===== src/hw/shared_fifo_arb_pkg.sv =====
// Shared FIFO arbitration: FIFO index type, one-hot conversions and round-robin stepping
`default_nettype none

package shared_fifo_arb_pkg;

  // Largest FIFO count the index type can address
  parameter int MAX_FIFOS = 16;

  typedef logic [3:0] fifo_idx_t;

  // Expand a FIFO index into a one-hot strobe vector
  function automatic logic [MAX_FIFOS-1:0] idx_to_onehot(fifo_idx_t idx);
    logic [MAX_FIFOS-1:0] oh;
    oh = '0;
    oh[idx] = 1'b1;
    return oh;
  endfunction

  // Encode a one-hot (or all-zero) grant back into an index
  function automatic fifo_idx_t onehot_to_idx(logic [MAX_FIFOS-1:0] oh);
    fifo_idx_t idx;
    idx = '0;
    for (int i = 0; i < MAX_FIFOS; i++) begin
      if (oh[i]) begin
        idx = idx | fifo_idx_t'(i);
      end
    end
    return idx;
  endfunction

  // The FIFO after the winner gets first priority next time
  function automatic fifo_idx_t rr_next(fifo_idx_t grant, int num_fifos);
    return (int'(grant) == num_fifos - 1) ? fifo_idx_t'(0) : fifo_idx_t'(grant + 1'b1);
  endfunction

endpackage

`default_nettype wire


===== src/hw/shared_fifo_geom_pkg.sv =====
// Shared FIFO geometry: default sizes and derived widths for the common entry storage
`default_nettype none

package shared_fifo_geom_pkg;

  // Number of logical FIFOs sharing the storage
  parameter int DEFAULT_NUM_FIFOS = 4;
  // Entries in the shared data RAM, which is also the length of each head queue
  parameter int DEFAULT_DEPTH = 16;
  // Payload width of one entry
  parameter int DEFAULT_WIDTH = 8;

  // Width of an entry number, never below one bit so a single-entry RAM still has an address
  function automatic int addr_width(int depth);
    return (depth > 1) ? $clog2(depth) : 1;
  endfunction

  // Width of a count that must be able to hold the full depth
  function automatic int count_width(int depth);
    return $clog2(depth + 1);
  endfunction

endpackage

`default_nettype wire


===== src/hw/shared_fifo_data_ram.sv =====
// Shared data RAM: one write port and one read port with a registered one-cycle read
`default_nettype none

module shared_fifo_data_ram #(
  parameter int DEPTH = 16,
  parameter int WIDTH = 8
) (
  input  logic                                                clk,
  input  logic                                                ram_wr_en,
  input  logic [shared_fifo_geom_pkg::addr_width(DEPTH)-1:0] ram_wr_addr,
  input  logic [WIDTH-1:0]                                    ram_wr_data,
  input  logic                                                ram_rd_en,
  input  logic [shared_fifo_geom_pkg::addr_width(DEPTH)-1:0] ram_rd_addr,
  output logic [WIDTH-1:0]                                    ram_rd_data
);

  logic [WIDTH-1:0] mem [DEPTH];

  // A read of an entry never overlaps a write of it, since entries are
  // only reused after their read has issued
  always_ff @(posedge clk) begin
    if (ram_wr_en) begin
      mem[ram_wr_addr] <= ram_wr_data;
    end
    if (ram_rd_en) begin
      ram_rd_data <= mem[ram_rd_addr];
    end
  end

endmodule

`default_nettype wire


===== src/hw/shared_fifo_freelist.sv =====
// Freelist for the shared RAM: offers the lowest free entry and takes back released entries
`default_nettype none

module shared_fifo_freelist #(
  parameter int DEPTH = 16
) (
  input  logic                                                clk,
  input  logic                                                arst_n,
  input  logic                                                alloc_take,
  output logic                                                alloc_valid,
  output logic [shared_fifo_geom_pkg::addr_width(DEPTH)-1:0] alloc_entry,
  input  logic                                                dealloc_valid,
  input  logic [shared_fifo_geom_pkg::addr_width(DEPTH)-1:0] dealloc_entry
);
  import shared_fifo_geom_pkg::*;

  localparam int AW = addr_width(DEPTH);
  localparam int CW = count_width(DEPTH);

  // One bit per RAM entry, set while the entry is free
  logic [DEPTH-1:0] free_q;
  // Entries currently handed out, whether still queued or being read
  logic [CW-1:0]    used_q;

  assign alloc_valid = |free_q;

  // Priority encoder that favours the lowest free entry
  always_comb begin
    alloc_entry = '0;
    for (int e = DEPTH - 1; e >= 0; e--) begin
      if (free_q[e]) begin
        alloc_entry = AW'(e);
      end
    end
  end

  // Take and release land on the same edge and never touch the same entry
  always_ff @(posedge clk or negedge arst_n) begin
    if (!arst_n) begin
      free_q <= '1;
      used_q <= '0;
    end else begin
      if (alloc_take) begin
        free_q[alloc_entry] <= 1'b0;
      end
      if (dealloc_valid) begin
        free_q[dealloc_entry] <= 1'b1;
      end
      used_q <= used_q + CW'(alloc_take) - CW'(dealloc_valid);
    end
  end

  // A released entry has to be one that was handed out earlier
  dealloc_allocated_a: assert property (@(posedge clk) disable iff (!arst_n)
    dealloc_valid |-> !free_q[dealloc_entry]);

  // The push side may only take what is offered
  take_offered_a: assert property (@(posedge clk) disable iff (!arst_n)
    alloc_take |-> alloc_valid);

  // Bitmap and running count agree on when the storage is exhausted
  count_matches_map_a: assert property (@(posedge clk) disable iff (!arst_n)
    alloc_valid != (used_q == CW'(DEPTH)));

endmodule

`default_nettype wire


===== src/hw/shared_fifo_head_queue.sv =====
// Head queue: entry numbers of one logical FIFO kept in push order
`default_nettype none

module shared_fifo_head_queue #(
  parameter int DEPTH = 16
) (
  input  logic                                                 clk,
  input  logic                                                 arst_n,
  input  logic                                                 enq_valid,
  input  logic [shared_fifo_geom_pkg::addr_width(DEPTH)-1:0]  enq_entry,
  output logic                                                 head_valid,
  input  logic                                                 head_ready,
  output logic [shared_fifo_geom_pkg::addr_width(DEPTH)-1:0]  head,
  output logic [shared_fifo_geom_pkg::count_width(DEPTH)-1:0] ram_items
);
  import shared_fifo_geom_pkg::*;

  localparam int AW = addr_width(DEPTH);
  localparam int CW = count_width(DEPTH);

  // Entry numbers only, so the queue is tiny next to the data RAM
  logic [AW-1:0] slot_q [DEPTH];
  logic [AW-1:0] wr_ptr_q;
  logic [AW-1:0] rd_ptr_q;
  logic [CW-1:0] count_q;
  logic          deq;

  assign deq = head_valid && head_ready;

  assign head_valid = (count_q != '0);
  assign head       = slot_q[rd_ptr_q];
  assign ram_items  = count_q;

  // Pointers wrap at DEPTH so odd sizes work too
  always_ff @(posedge clk or negedge arst_n) begin
    if (!arst_n) begin
      wr_ptr_q <= '0;
      rd_ptr_q <= '0;
      count_q  <= '0;
    end else begin
      if (enq_valid) begin
        wr_ptr_q <= (wr_ptr_q == AW'(DEPTH - 1)) ? '0 : wr_ptr_q + 1'b1;
      end
      if (deq) begin
        rd_ptr_q <= (rd_ptr_q == AW'(DEPTH - 1)) ? '0 : rd_ptr_q + 1'b1;
      end
      count_q <= count_q + CW'(enq_valid) - CW'(deq);
    end
  end

  always_ff @(posedge clk) begin
    if (enq_valid) begin
      slot_q[wr_ptr_q] <= enq_entry;
    end
  end

  // Never full in practice since the freelist runs dry first
  no_overflow_a: assert property (@(posedge clk) disable iff (!arst_n)
    enq_valid |-> (count_q != CW'(DEPTH)));

  // The pop side only grants a FIFO that offers a head
  no_grant_when_empty_a: assert property (@(posedge clk) disable iff (!arst_n)
    head_ready |-> head_valid);

endmodule

`default_nettype wire


===== src/hw/shared_fifo_pop_ctrl.sv =====
// Pop controller that arbitrates RAM reads round-robin, frees entries and fills staging buffers
`default_nettype none

module shared_fifo_pop_ctrl #(
  parameter int NUM_FIFOS = 4,
  parameter int DEPTH     = 16,
  parameter int WIDTH     = 8
) (
  input  logic                                                                 clk,
  input  logic                                                                 arst_n,
  input  logic [NUM_FIFOS-1:0]                                                 head_valid,
  output logic [NUM_FIFOS-1:0]                                                 head_ready,
  input  logic [NUM_FIFOS-1:0][shared_fifo_geom_pkg::addr_width(DEPTH)-1:0]  head,
  input  logic [NUM_FIFOS-1:0][shared_fifo_geom_pkg::count_width(DEPTH)-1:0] ram_items,
  output logic                                                                 ram_rd_en,
  output logic [shared_fifo_geom_pkg::addr_width(DEPTH)-1:0]                  ram_rd_addr,
  input  logic [WIDTH-1:0]                                                     ram_rd_data,
  output logic [NUM_FIFOS-1:0]                                                 pop_valid,
  input  logic [NUM_FIFOS-1:0]                                                 pop_ready,
  output logic [NUM_FIFOS-1:0][WIDTH-1:0]                                      pop_data,
  output logic [NUM_FIFOS-1:0]                                                 pop_empty,
  output logic                                                                 dealloc_valid,
  output logic [shared_fifo_geom_pkg::addr_width(DEPTH)-1:0]                  dealloc_entry
);
  import shared_fifo_arb_pkg::*;

  // FIFOs that have a head and room for one more item in staging
  logic [NUM_FIFOS-1:0] eligible;
  logic [NUM_FIFOS-1:0] grant;
  fifo_idx_t            grant_idx;
  // First FIFO examined in the next arbitration round
  fifo_idx_t            rr_ptr_q;
  // A read issued last cycle returns data now and is tagged with its FIFO
  logic                 rd_pending_q;
  fifo_idx_t            rd_fifo_q;

  // Scan from the round-robin pointer and take the first eligible FIFO
  always_comb begin
    int   idx;
    logic found;
    grant = '0;
    found = 1'b0;
    for (int k = 0; k < NUM_FIFOS; k++) begin
      idx = int'(rr_ptr_q) + k;
      if (idx >= NUM_FIFOS) begin
        idx = idx - NUM_FIFOS;
      end
      if (!found && eligible[idx]) begin
        grant[idx] = 1'b1;
        found      = 1'b1;
      end
    end
  end

  assign grant_idx  = onehot_to_idx(MAX_FIFOS'(grant));
  assign head_ready = grant;

  // The read and the release of the entry happen together, as the data
  // is captured by the RAM output register on this same edge
  assign ram_rd_en     = |grant;
  assign ram_rd_addr   = head[grant_idx];
  assign dealloc_valid = ram_rd_en;
  assign dealloc_entry = ram_rd_addr;

  always_ff @(posedge clk or negedge arst_n) begin
    if (!arst_n) begin
      rr_ptr_q     <= '0;
      rd_pending_q <= 1'b0;
      rd_fifo_q    <= '0;
    end else begin
      rd_pending_q <= ram_rd_en;
      if (ram_rd_en) begin
        rr_ptr_q  <= rr_next(grant_idx, NUM_FIFOS);
        rd_fifo_q <= grant_idx;
      end
    end
  end

  for (genvar i = 0; i < NUM_FIFOS; i++) begin : gen_stage
    // Two-slot circular buffer in front of each pop port
    logic [1:0][WIDTH-1:0] stg_mem;
    logic                  stg_wr_ptr;
    logic                  stg_rd_ptr;
    logic [1:0]            stg_cnt;
    logic                  rd_return;
    logic                  stg_pop;

    assign rd_return = rd_pending_q && (rd_fifo_q == fifo_idx_t'(i));
    assign stg_pop   = pop_valid[i] && pop_ready[i];

    // A read in flight already owns a slot and counts against the space
    assign eligible[i] = head_valid[i] && ((stg_cnt + {1'b0, rd_return}) < 2'd2);

    assign pop_valid[i] = (stg_cnt != 2'd0);
    assign pop_data[i]  = stg_mem[stg_rd_ptr];
    assign pop_empty[i] = (ram_items[i] == '0) && (stg_cnt == 2'd0) && !rd_return;

    always_ff @(posedge clk or negedge arst_n) begin
      if (!arst_n) begin
        stg_wr_ptr <= 1'b0;
        stg_rd_ptr <= 1'b0;
        stg_cnt    <= 2'd0;
      end else begin
        if (rd_return) begin
          stg_wr_ptr <= ~stg_wr_ptr;
        end
        if (stg_pop) begin
          stg_rd_ptr <= ~stg_rd_ptr;
        end
        stg_cnt <= stg_cnt + {1'b0, rd_return} - {1'b0, stg_pop};
      end
    end

    always_ff @(posedge clk) begin
      if (rd_return) begin
        stg_mem[stg_wr_ptr] <= ram_rd_data;
      end
    end

    // Returning data always finds a free slot because of the eligibility rule a cycle earlier
    stage_no_overflow_a: assert property (@(posedge clk) disable iff (!arst_n)
      rd_return |-> (stg_cnt < 2'd2));

    // An offered item and its payload hold until the consumer takes it
    pop_hold_a: assert property (@(posedge clk) disable iff (!arst_n)
      pop_valid[i] && !pop_ready[i] |=> pop_valid[i] && $stable(pop_data[i]));
  end

  // With a single read port at most one FIFO is granted per cycle
  one_grant_a: assert property (@(posedge clk) disable iff (!arst_n)
    $onehot0(head_ready));

endmodule

`default_nettype wire


===== src/hw/shared_fifo_push_ctrl.sv =====
// Push controller: accepts items, allocates a RAM entry and appends it to the target head queue
`default_nettype none

module shared_fifo_push_ctrl #(
  parameter int NUM_FIFOS = 4,
  parameter int DEPTH     = 16,
  parameter int WIDTH     = 8
) (
  input  logic                                                clk,
  input  logic                                                arst_n,
  input  logic                                                push_valid,
  output logic                                                push_ready,
  input  shared_fifo_arb_pkg::fifo_idx_t                      push_fifo,
  input  logic [WIDTH-1:0]                                    push_data,
  input  logic                                                alloc_valid,
  input  logic [shared_fifo_geom_pkg::addr_width(DEPTH)-1:0] alloc_entry,
  output logic                                                alloc_take,
  output logic [NUM_FIFOS-1:0]                                enq_valid,
  output logic [shared_fifo_geom_pkg::addr_width(DEPTH)-1:0] enq_entry,
  output logic                                                ram_wr_en,
  output logic [shared_fifo_geom_pkg::addr_width(DEPTH)-1:0] ram_wr_addr,
  output logic [WIDTH-1:0]                                    ram_wr_data
);
  import shared_fifo_arb_pkg::*;

  logic                 push_xfer;
  logic [MAX_FIFOS-1:0] fifo_onehot;

  // Ready only while the freelist has an entry to give
  assign push_ready = alloc_valid;
  assign push_xfer  = push_valid && push_ready;

  assign alloc_take = push_xfer;

  // The item goes to the RAM and its entry number to the queue on the same edge
  assign ram_wr_en   = push_xfer;
  assign ram_wr_addr = alloc_entry;
  assign ram_wr_data = push_data;

  assign fifo_onehot = idx_to_onehot(push_fifo);
  assign enq_valid   = push_xfer ? fifo_onehot[NUM_FIFOS-1:0] : '0;
  assign enq_entry   = alloc_entry;

  // Items for a FIFO that does not exist would be lost with their entry
  push_fifo_range_a: assert property (@(posedge clk) disable iff (!arst_n)
    push_valid |-> (int'(push_fifo) < NUM_FIFOS));

endmodule

`default_nettype wire


===== src/hw/shared_fifo_top.sv =====
// Shared multi-FIFO top: logical FIFOs kept in one data RAM behind a single push port
`default_nettype none

module shared_fifo_top #(
  parameter int NUM_FIFOS = shared_fifo_geom_pkg::DEFAULT_NUM_FIFOS,
  parameter int DEPTH     = shared_fifo_geom_pkg::DEFAULT_DEPTH,
  parameter int WIDTH     = shared_fifo_geom_pkg::DEFAULT_WIDTH
) (
  input  logic                           clk,
  input  logic                           arst_n,
  input  logic                           push_valid,
  output logic                           push_ready,
  input  shared_fifo_arb_pkg::fifo_idx_t push_fifo,
  input  logic [WIDTH-1:0]               push_data,
  output logic [NUM_FIFOS-1:0]           pop_valid,
  input  logic [NUM_FIFOS-1:0]           pop_ready,
  output logic [NUM_FIFOS-1:0][WIDTH-1:0] pop_data,
  output logic [NUM_FIFOS-1:0]           pop_empty
);
  import shared_fifo_geom_pkg::*;

  localparam int AW = addr_width(DEPTH);
  localparam int CW = count_width(DEPTH);

  // Freelist handshake on both sides
  logic          alloc_valid;
  logic          alloc_take;
  logic [AW-1:0] alloc_entry;
  logic          dealloc_valid;
  logic [AW-1:0] dealloc_entry;

  // Head queue traffic
  logic [NUM_FIFOS-1:0]         enq_valid;
  logic [AW-1:0]                enq_entry;
  logic [NUM_FIFOS-1:0]         head_valid;
  logic [NUM_FIFOS-1:0]         head_ready;
  logic [NUM_FIFOS-1:0][AW-1:0] head;
  logic [NUM_FIFOS-1:0][CW-1:0] ram_items;

  // Data RAM ports
  logic             ram_wr_en;
  logic [AW-1:0]    ram_wr_addr;
  logic [WIDTH-1:0] ram_wr_data;
  logic             ram_rd_en;
  logic [AW-1:0]    ram_rd_addr;
  logic [WIDTH-1:0] ram_rd_data;

  shared_fifo_freelist #(
    .DEPTH(DEPTH)
  ) freelist_i (
    .clk,
    .arst_n,
    .alloc_take,
    .alloc_valid,
    .alloc_entry,
    .dealloc_valid,
    .dealloc_entry
  );

  shared_fifo_push_ctrl #(
    .NUM_FIFOS(NUM_FIFOS),
    .DEPTH    (DEPTH),
    .WIDTH    (WIDTH)
  ) push_ctrl_i (
    .clk,
    .arst_n,
    .push_valid,
    .push_ready,
    .push_fifo,
    .push_data,
    .alloc_valid,
    .alloc_entry,
    .alloc_take,
    .enq_valid,
    .enq_entry,
    .ram_wr_en,
    .ram_wr_addr,
    .ram_wr_data
  );

  // Every queue sees the same entry number and only the strobed one keeps it
  for (genvar i = 0; i < NUM_FIFOS; i++) begin : gen_head_queue
    shared_fifo_head_queue #(
      .DEPTH(DEPTH)
    ) head_queue_i (
      .clk,
      .arst_n,
      .enq_valid (enq_valid[i]),
      .enq_entry (enq_entry),
      .head_valid(head_valid[i]),
      .head_ready(head_ready[i]),
      .head      (head[i]),
      .ram_items (ram_items[i])
    );
  end

  shared_fifo_data_ram #(
    .DEPTH(DEPTH),
    .WIDTH(WIDTH)
  ) data_ram_i (
    .clk,
    .ram_wr_en,
    .ram_wr_addr,
    .ram_wr_data,
    .ram_rd_en,
    .ram_rd_addr,
    .ram_rd_data
  );

  shared_fifo_pop_ctrl #(
    .NUM_FIFOS(NUM_FIFOS),
    .DEPTH    (DEPTH),
    .WIDTH    (WIDTH)
  ) pop_ctrl_i (
    .clk,
    .arst_n,
    .head_valid,
    .head_ready,
    .head,
    .ram_items,
    .ram_rd_en,
    .ram_rd_addr,
    .ram_rd_data,
    .pop_valid,
    .pop_ready,
    .pop_data,
    .pop_empty,
    .dealloc_valid,
    .dealloc_entry
  );

endmodule

`default_nettype wire

===== config.mk =====
export PLATFORM = sky130hd
export DESIGN_NAME = shared_fifo_top
export DESIGN_NICKNAME = d
export VERILOG_FILES = /design/src/hw/shared_fifo_arb_pkg.sv /design/src/hw/shared_fifo_geom_pkg.sv /design/src/hw/shared_fifo_data_ram.sv /design/src/hw/shared_fifo_freelist.sv /design/src/hw/shared_fifo_head_queue.sv /design/src/hw/shared_fifo_pop_ctrl.sv /design/src/hw/shared_fifo_push_ctrl.sv /design/src/hw/shared_fifo_top.sv
export SDC_FILE = /design/constraint.sdc
export NUM_CORES = 1
export LEC_CHECK = 0
export BUFFER_PORTS_ARGS = -buffer_cell sky130_fd_sc_hd__buf_2
export CORE_MARGIN = 5
export CORE_UTILIZATION = 50
export DETAILED_ROUTE_END_ITERATION = 8
export PLACE_DENSITY_LB_ADDON = 0.12
export RECOVER_POWER = 50
export SLEW_MARGIN = 40
export SYNTH_ARGS = -nofsm -noshare
export SYNTH_HDL_FRONTEND = slang
export SYNTH_SLANG_ARGS = --single-unit

===== constraint.sdc =====
create_clock -name clk -period 5.1 [get_ports clk]
set_input_delay 0.51 -clock clk [delete_from_list [all_inputs] [get_ports clk]]
set_output_delay 0.51 -clock clk [all_outputs]
set_load 0.05 [all_outputs]

After elaboration in Yosys (flattened, before gate mapping)
Memory sizes are Yosys's and may differ from the RTL's. A register that Yosys moved wholly into a read port is not among the register bits.
Index checks and enable logic that the tools add are counted.

cells by class
  $add $sub $neg = 32
  multipliers = 0
  div/mod/pow operators = 0
  order comparisons = 35
  eq/ne operators = 12
  shift-type cells = 0
  multiplexer cells = 100
  bitwise logic cells = 14
  reduce and logical (&&, ||, !) cells = 65

operator list
  kind                                                                                   number
  32-bit by 1-bit greater-or-equal comparator with 1-bit output (second input constant)  4
  32-bit by 4-bit < comparator with 1-bit output (second input constant)                 4
  32-bit 2-to-1 mux                                                                      4
  4-bit 2-to-1 mux                                                                       31
  32-bit by 4-bit greater-or-equal comparator with 1-bit output (second input constant)  3
  8-bit 2-to-1 mux                                                                       12
  32-bit by 4-bit subtractor with 32-bit output (second input constant)                  3
  16-bit bitwise mux                                                                     4
  1-bit logical AND                                                                      39
  4-bit by 1-bit adder with 4-bit output (second input constant)                         8
  8-bit demux with 1-bit select                                                          4
  4-bit == test (second input constant)                                                  8
  16-bit 2-to-1 mux                                                                      2
  1-bit 2-to-1 mux                                                                       29
  5-bit by 1-bit adder with 5-bit output                                                 4
  5-bit logical NOT                                                                      4
  5-bit nonzero test                                                                     4
  5-bit by 1-bit subtractor with 5-bit output                                            4
  16-bit bitwise AND                                                                     1
  1-bit by 2-bit < comparator with 1-bit output (second input constant)                  8
  16-bit inverter                                                                        1
  16-bit OR                                                                              1
  16-bit OR reduction                                                                    1
  4-bit by 5-bit < comparator with 1-bit output (second input constant)                  3
  other kinds (26)                                                                       72

word-level totals
  flip-flop bits (word level) = 157
  latch bits = 0
  bits in writable memories = 384
  bits in read-only memories = 0
  input bits = 19
  output and inout bits = 41
  word-level logic and storage cells = 299
  memories = 5

memory list
  name                                   words  bits a word  read ports  clocked after Yosys merged registers in  wr ports  RTL line                      text
  data_ram_i.mem                         16     8            1           1                                        1         shared_fifo_data_ram.sv:17    logic [WIDTH-1:0] mem [DEPTH];
  gen_head_queue[0].head_queue_i.slot_q  16     4            1           0                                        1         shared_fifo_head_queue.sv:22  logic [AW-1:0] slot_q [DEPTH];
  gen_head_queue[1].head_queue_i.slot_q  16     4            1           0                                        1         shared_fifo_head_queue.sv:22
  gen_head_queue[2].head_queue_i.slot_q  16     4            1           0                                        1         shared_fifo_head_queue.sv:22
  gen_head_queue[3].head_queue_i.slot_q  16     4            1           0                                        1         shared_fifo_head_queue.sv:22

Logic depth before layout (Yosys ltp)
  depth after elaboration = 29
  mapped depth = 20
  mapped depth without buffers = 20

Modules after synthesis
A second synthesis with hierarchy kept.

second synthesis, totals
  cells, all modules = 1509
  area total of the unflattened synthesis = 23971.7 µm²

by module, submodules not included
  module                  times used  cells an instance  area an instance (µm²)  sequential area each (µm²)
  shared_fifo_head_queue  4           212                3343.2                  2247.2
  shared_fifo_data_ram    1           229                5227.5                  4083.9
  shared_fifo_pop_ctrl    1           288                4120.2                  2447.3
  shared_fifo_freelist    1           119                1044.8                  420.4
  shared_fifo_push_ctrl   1           25                 206.4                   0.0

Worst setup path before layout
Ideal clock, no wire load.

  kind = register to register
  start point = reg freelist_i.free_q[15]
  end point = mem data_ram_i.mem[14][0], enable pin
  library setup time = 0.374 ns
  arrival = 4.564 ns
  data required time = 4.726 ns
  path slack = 0.162 ns
  cell stages (with the launch flop) = 9
  clock period less this slack = 4.938 ns
  cells stage by stage = dfstp_2 > nor2_1 > o31ai_1 > a211oi_1 > nor3_1 > nor3_1 > nor3_1 > nand2_1 > nor2_1

between the ends
  longest elaborated chain between the ends = 16

ends and longest elaborated chain
  element                          RTL line                    text
  start, declared                  shared_fifo_freelist.sv:21  logic [DEPTH-1:0] free_q;
  start signal, assigned           shared_fifo_freelist.sv:40  free_q <= '1;
  start signal, assigned by index  shared_fifo_freelist.sv:44  free_q[alloc_entry] <= 1'b0;
  start signal, assigned by index  shared_fifo_freelist.sv:47  free_q[dealloc_entry] <= 1'b1;
  4-bit 2-to-1 mux (16 in a row)   shared_fifo_freelist.sv:31  if (free_q[e]) begin
  net alloc_entry[1]               shared_fifo_top.sv:28       logic [AW-1:0] alloc_entry;
  end, declared                    shared_fifo_data_ram.sv:17

The timed path passes the listed nets, and every way through them passes these cells.

Worst setup path in the final report
  start point = reg pop_ctrl_i.rd_fifo_q[0]
  end point = reg data_ram_i.ram_rd_data[2], read port of data_ram_i.mem, data pin

between the ends
  longest elaborated chain between the ends = 23

ends and longest elaborated chain
  element                                                                 RTL line                    text
  start, declared                                                         shared_fifo_pop_ctrl.sv:35  fifo_idx_t rd_fifo_q;
  start signal, assigned                                                  shared_fifo_pop_ctrl.sv:74  rd_fifo_q <= grant_idx;
  4-bit by 1-bit == test with 1-bit output, or another cell as far along  shared_fifo_pop_ctrl.sv:88  assign rd_return = rd_pending_q && (rd_fifo_q == fifo_idx_t'(i));
  1-bit logical AND                                                       shared_fifo_pop_ctrl.sv:88
  2-bit by 1-bit adder with 2-bit output                                  shared_fifo_pop_ctrl.sv:92  assign eligible[i] = head_valid[i] && ((stg_cnt + {1'b0, rd_return}) < 2'd2);
  2-bit < comparator                                                      shared_fifo_pop_ctrl.sv:92
  1-bit logical AND                                                       shared_fifo_pop_ctrl.sv:92
  1-bit binary-select mux with 2-bit select                               shared_fifo_pop_ctrl.sv:48  if (!found && eligible[idx]) begin
  1-bit 2-to-1 mux (implied by the code) (2 in a row)                     shared_fifo_pop_ctrl.sv:48
  1-bit 2-to-1 mux                                                        shared_fifo_pop_ctrl.sv:48
  [5 not listed]                                                          n/a
  1-bit 2-to-1 mux                                                        shared_fifo_pop_ctrl.sv:48
  1-bit logical NOT                                                       shared_fifo_pop_ctrl.sv:48
  1-bit logical AND                                                       shared_fifo_pop_ctrl.sv:48
  4-bit 2-to-1 mux (*)                                                    shared_fifo_pop_ctrl.sv:48
  1-bit 2-to-1 mux                                                        shared_fifo_arb_pkg.sv:24   if (oh[i]) begin
  2-bit 2-to-1 mux (2 in a row)                                           shared_fifo_arb_pkg.sv:24
  4-bit binary-select mux with 2-bit select                               shared_fifo_pop_ctrl.sv:61  assign ram_rd_addr = head[grant_idx];
  4-bit 2-to-1 mux (implied by the code)                                  shared_fifo_pop_ctrl.sv:61
  end, declared                                                           shared_fifo_data_ram.sv:14  output logic [WIDTH-1:0] ram_rd_data

Every way passes the cells marked *; elsewhere a longest branch is shown, timed or not. The select of a mux whose other input is x is not followed.
A chain may end at the register's enable or synchronous reset.

==> run_results.csv <==
group,metric,value,unit
run_status,status,"finished with violations",
run_status,violations,"capacitance limit, slew limit",
clock_network,clk-insertion-delay-late,600,ps
route,drt-wirelength-per-cell,21.5,um
synth,yosys.area_share.simple,0.0579,
route,viasPerCell,5.62,
synth,ys_async_sr_fraction,0.163,
cells_and_area,layout.nets,1615,
synth,syn-num-nets,1526,
clock_network,cts_setup_buffers,0,
timing,setup-violations-final,0,
timing,final.setup.tns,0,ps
synth,avgSynthCellArea,16.3,um^2
synth,synthMuxAreaShare,0.138,
hold_path,min_delay_path_depth,3,
setup_path,crit_chain,"nor3b_1, ha_1, xnor2_1, nand4b_1, and4_1, a311oi_2, a2bb2oi_2, a21boi_1, o22ai_4, buf_12, mux2i_1, mux2i_1, a22oi_1, nand2_1",
grt,met3_usage,0.0311,
clock_network,path_clk_slew,60,ps
route,vias,12283,
timing,worst_pin_slew,3350,ps
synth,synth_edf_count,456,
placement,gp_congestion,0.805,
setup_path,path_class,"flop to flop",
cells_and_area,drive_gt1_frac,0.186,
route,drc,0,
floorplanning,fp.dieW,227,um
route,ant_nets,0,
setup_path,cp-end-kind,"flop",
clock_network,cts_htree_levels,2,
timing,maxSlewViolCount,222,
cells_and_area,final_cell_mix,"456 x edfxtp_1, 115 x mux2i_1, 82 x inv_1",
grt,overflow,0,
synth,ys_types,79,
grt,antenna_found_initial,0,
placement,portBuffers,59,
synth,synth-compound-area-share,0.0448,
synth,synthCells,1443,
setup_path,reg2reg_slack,440,ps
setup_path,required,5440,ps
grt,grt_max_degree,65,
timing,period_needed,4660,ps
clock_network,clkSinkCount,545,
synth,synth_top_family_by_area,"multiplexers",
synth,ys_seq_area_frac,0.680,
setup_path,slowest_stage,"dfrtp_1",
grt,gr-usage-met2,0.303,
grt,grt_pass1_vias,12634,
synth,synth_ff_type,"edfxtp_1",
grt,grt_first_pass_wirelength,73700,um
cells_and_area,area_delta_synth_final,11.7,%
clock_network,clk_path_buf_depth,3,
timing,clock.fmax,215,MHz
floorplanning,core_area,0.0465,mm^2
hold_path,hold_path_startpoint,"pop_ready[3]",
setup_path,cp_common_cell,"mux2i_1",
cells_and_area,diodes,0,
flow_run,drv_cap,5,
setup_path,cp_num_buf_inv,1,
floorplanning,std_cell_rows,79,
setup_path,worst-path-max-fanout,44,
floorplanning,die_area,0.0513,mm^2
grt,met1_usage,0.265,
setup_path,arrival,5000,ps
floorplanning,die_height,227,um
timing,skew,22.4,ps
clock_network,cts_buffers,56,
setup_path,reg2reg_from,"pop_ctrl_i.rd_fifo_q[0]$_DFFE_PN0N_",
synth,ys_ff_latch,545,
setup_path,worst-r2r-cell-count,14,
synth,post_synth_xor_area_fraction,0.0161,
hold_path,holdPathEnd,"pop_ctrl_i.gen_stage[3].stg_rd_ptr$_DFFE_PN0P_",
route,drtIter0Drc,767,
placement,dp_hpwl,31500,um
grt,track_usage,0.186,
synth,mappedNetlistArea,0.0235,mm^2
timing,slew_headroom,-1.24,
cells_and_area,layout_commonest_cell,"edfxtp_1",
synth,synthAdderAreaFrac,0.0354,
floorplanning,start_util,0.505,
timing,rsz0062_at_grt,"false",
timing,finalCritPeriodShare,0.914,
clock_network,root_buffer,"clkbuf_16",
setup_path,cp_slowest_stage_delay,420,ps
route,wl,46900,um
route,dr.pass1.iters,5,
floorplanning,ioPinCount,60,
setup_path,start_kind,"flop",
setup_path,path_delay_family,"compound AO/OA/AOI/OAI gates",
timing,hold_viol_final,0,
clock_network,cts_tree,"built",
clock_network,cts_resized,0,
synth,synth_warnings,0,
grt,grt-busiest-layer,"met2",
hold_path,hp-class,"input port to flop",
setup_path,reg2reg_to,"data_ram_i.ram_rd_data[2]$_DFFE_PN_",
metal layers:
layer	routed length (um)	vias to the layer above
met2	22900	253
met3	2130	83
met1	20800	6241
met4	1060	0
met5	0	-
li1	-	5706
cell type report:
class	instances	area, um^2
clock buffer	67	1450
clock inverter	38	315
fill	3669	20300
inverter	84	315
multi-input combinational	758	6960
sequential	545	15900
tap	607	759
timing repair buffer	87	452
state kept, by name, indices dropped and copies added, names as in the netlist, 4 cells and up:
signal                                 flops
gen_head_queue.head_queue_i.slot_q       256
data_ram_i.mem                           128
pop_ctrl_i.gen_stage.stg_mem              64
gen_head_queue.head_queue_i.ram_items     20
freelist_i.free_q                         16
gen_head_queue.head_queue_i.rd_ptr_q      16
gen_head_queue.head_queue_i.wr_ptr_q      16
data_ram_i.ram_rd_data                     8
pop_ctrl_i.gen_stage.stg_cnt               8
pop_ctrl_i.gen_stage.stg_rd_ptr            4
pop_ctrl_i.gen_stage.stg_wr_ptr            4
metrics by stage:
step | instance area [um^2] | setup WS, ps | utilization | hold slack, ps | cells
after global routing | 26200 | 120 | 0.564 | 290 | 2186
final | 26200 | 438 | 0.564 | 286 | 2186
after CTS | 26300 | 355 | 0.566 | 224 | 2186
after detailed placement | 24500 | 376 | 0.528 | 473 | 2080
after floorplan | 23500 | 162 | - | 214 | 1443
after global placement | 24400 | 450 | 0.526 | 460 | 2080
kinds of logic (layout without fill, tap and decap cells):
group	Yosys count	after routing
AND/OR/NAND/NOR	277	277
buffers and inverters	140	276
adder cells (fa/ha/maj)	64	64
AO/OA/AOI/OAI	145	145
XOR/XNOR	43	43
flip-flops	545	545
multiplexers	229	229
synthesized netlist by cell type, drive strengths merged, types with 22 or more instances:
| library cell | n | area share |
|---|---|---|
| edfxtp | 456 | 0.58 |
| clkbuf | 35 | 0.0058 |
| xnor2 | 28 | 0.010 |
| inv | 83 | 0.013 |
| mux2 | 42 | 0.020 |
| and2 | 23 | 0.0063 |
| a21oi | 26 | 0.0055 |
| o21ai | 22 | 0.0049 |
| nor3 | 31 | 0.0066 |
| nor2 | 86 | 0.014 |
| mux2i | 116 | 0.050 |
| dfrtp | 73 | 0.078 |
| nand2 | 67 | 0.011 |
| ha | 60 | 0.032 |
| mux4 | 71 | 0.068 |
how the worst max path moves through the flow:
stage / start / endpoint / slack (ps) / cells after the start
5_1_grt: pop_ctrl_i.rd_fifo_q[0]$_DFFE_PN0N_ / gen_head_queue[1].head_queue_i.ram_items[4]$_DFF_PN0_ / 120 / 18
2_1_floorplan: freelist_i.free_q[15]$_DFF_PN1_ / data_ram_i.mem[14][0]$_DFFE_PP_ / 160 / 8
6_report: pop_ctrl_i.rd_fifo_q[0]$_DFFE_PN0N_ / data_ram_i.ram_rd_data[2]$_DFFE_PN_ / 440 / 14
3_3_place_gp: pop_ctrl_i.rd_fifo_q[0]$_DFFE_PN0N_ / data_ram_i.ram_rd_data[7]$_DFFE_PN_ / 450 / 14
3_5_place_dp: pop_ctrl_i.rd_fifo_q[0]$_DFFE_PN0N_ / data_ram_i.ram_rd_data[4]$_DFFE_PN_ / 380 / 14
4_1_cts: pop_ctrl_i.rd_fifo_q[0]$_DFFE_PN0N_ / data_ram_i.ram_rd_data[4]$_DFFE_PN_ / 350 / 14
repair_timing:
action,CTS,global route
setup endpoints to repair,0,0
hold buffers,1,0
endpoints found under the hold margin,4,0
tightest hold or removal path, cell delays in order:
cell and delay [ps]:
buf_2 90, and2_0 170, xor2_1 80
Power is left out: the tool's default activity adds up to more than one toggle a clock period on the data nets, which glitch-free logic cannot reach.
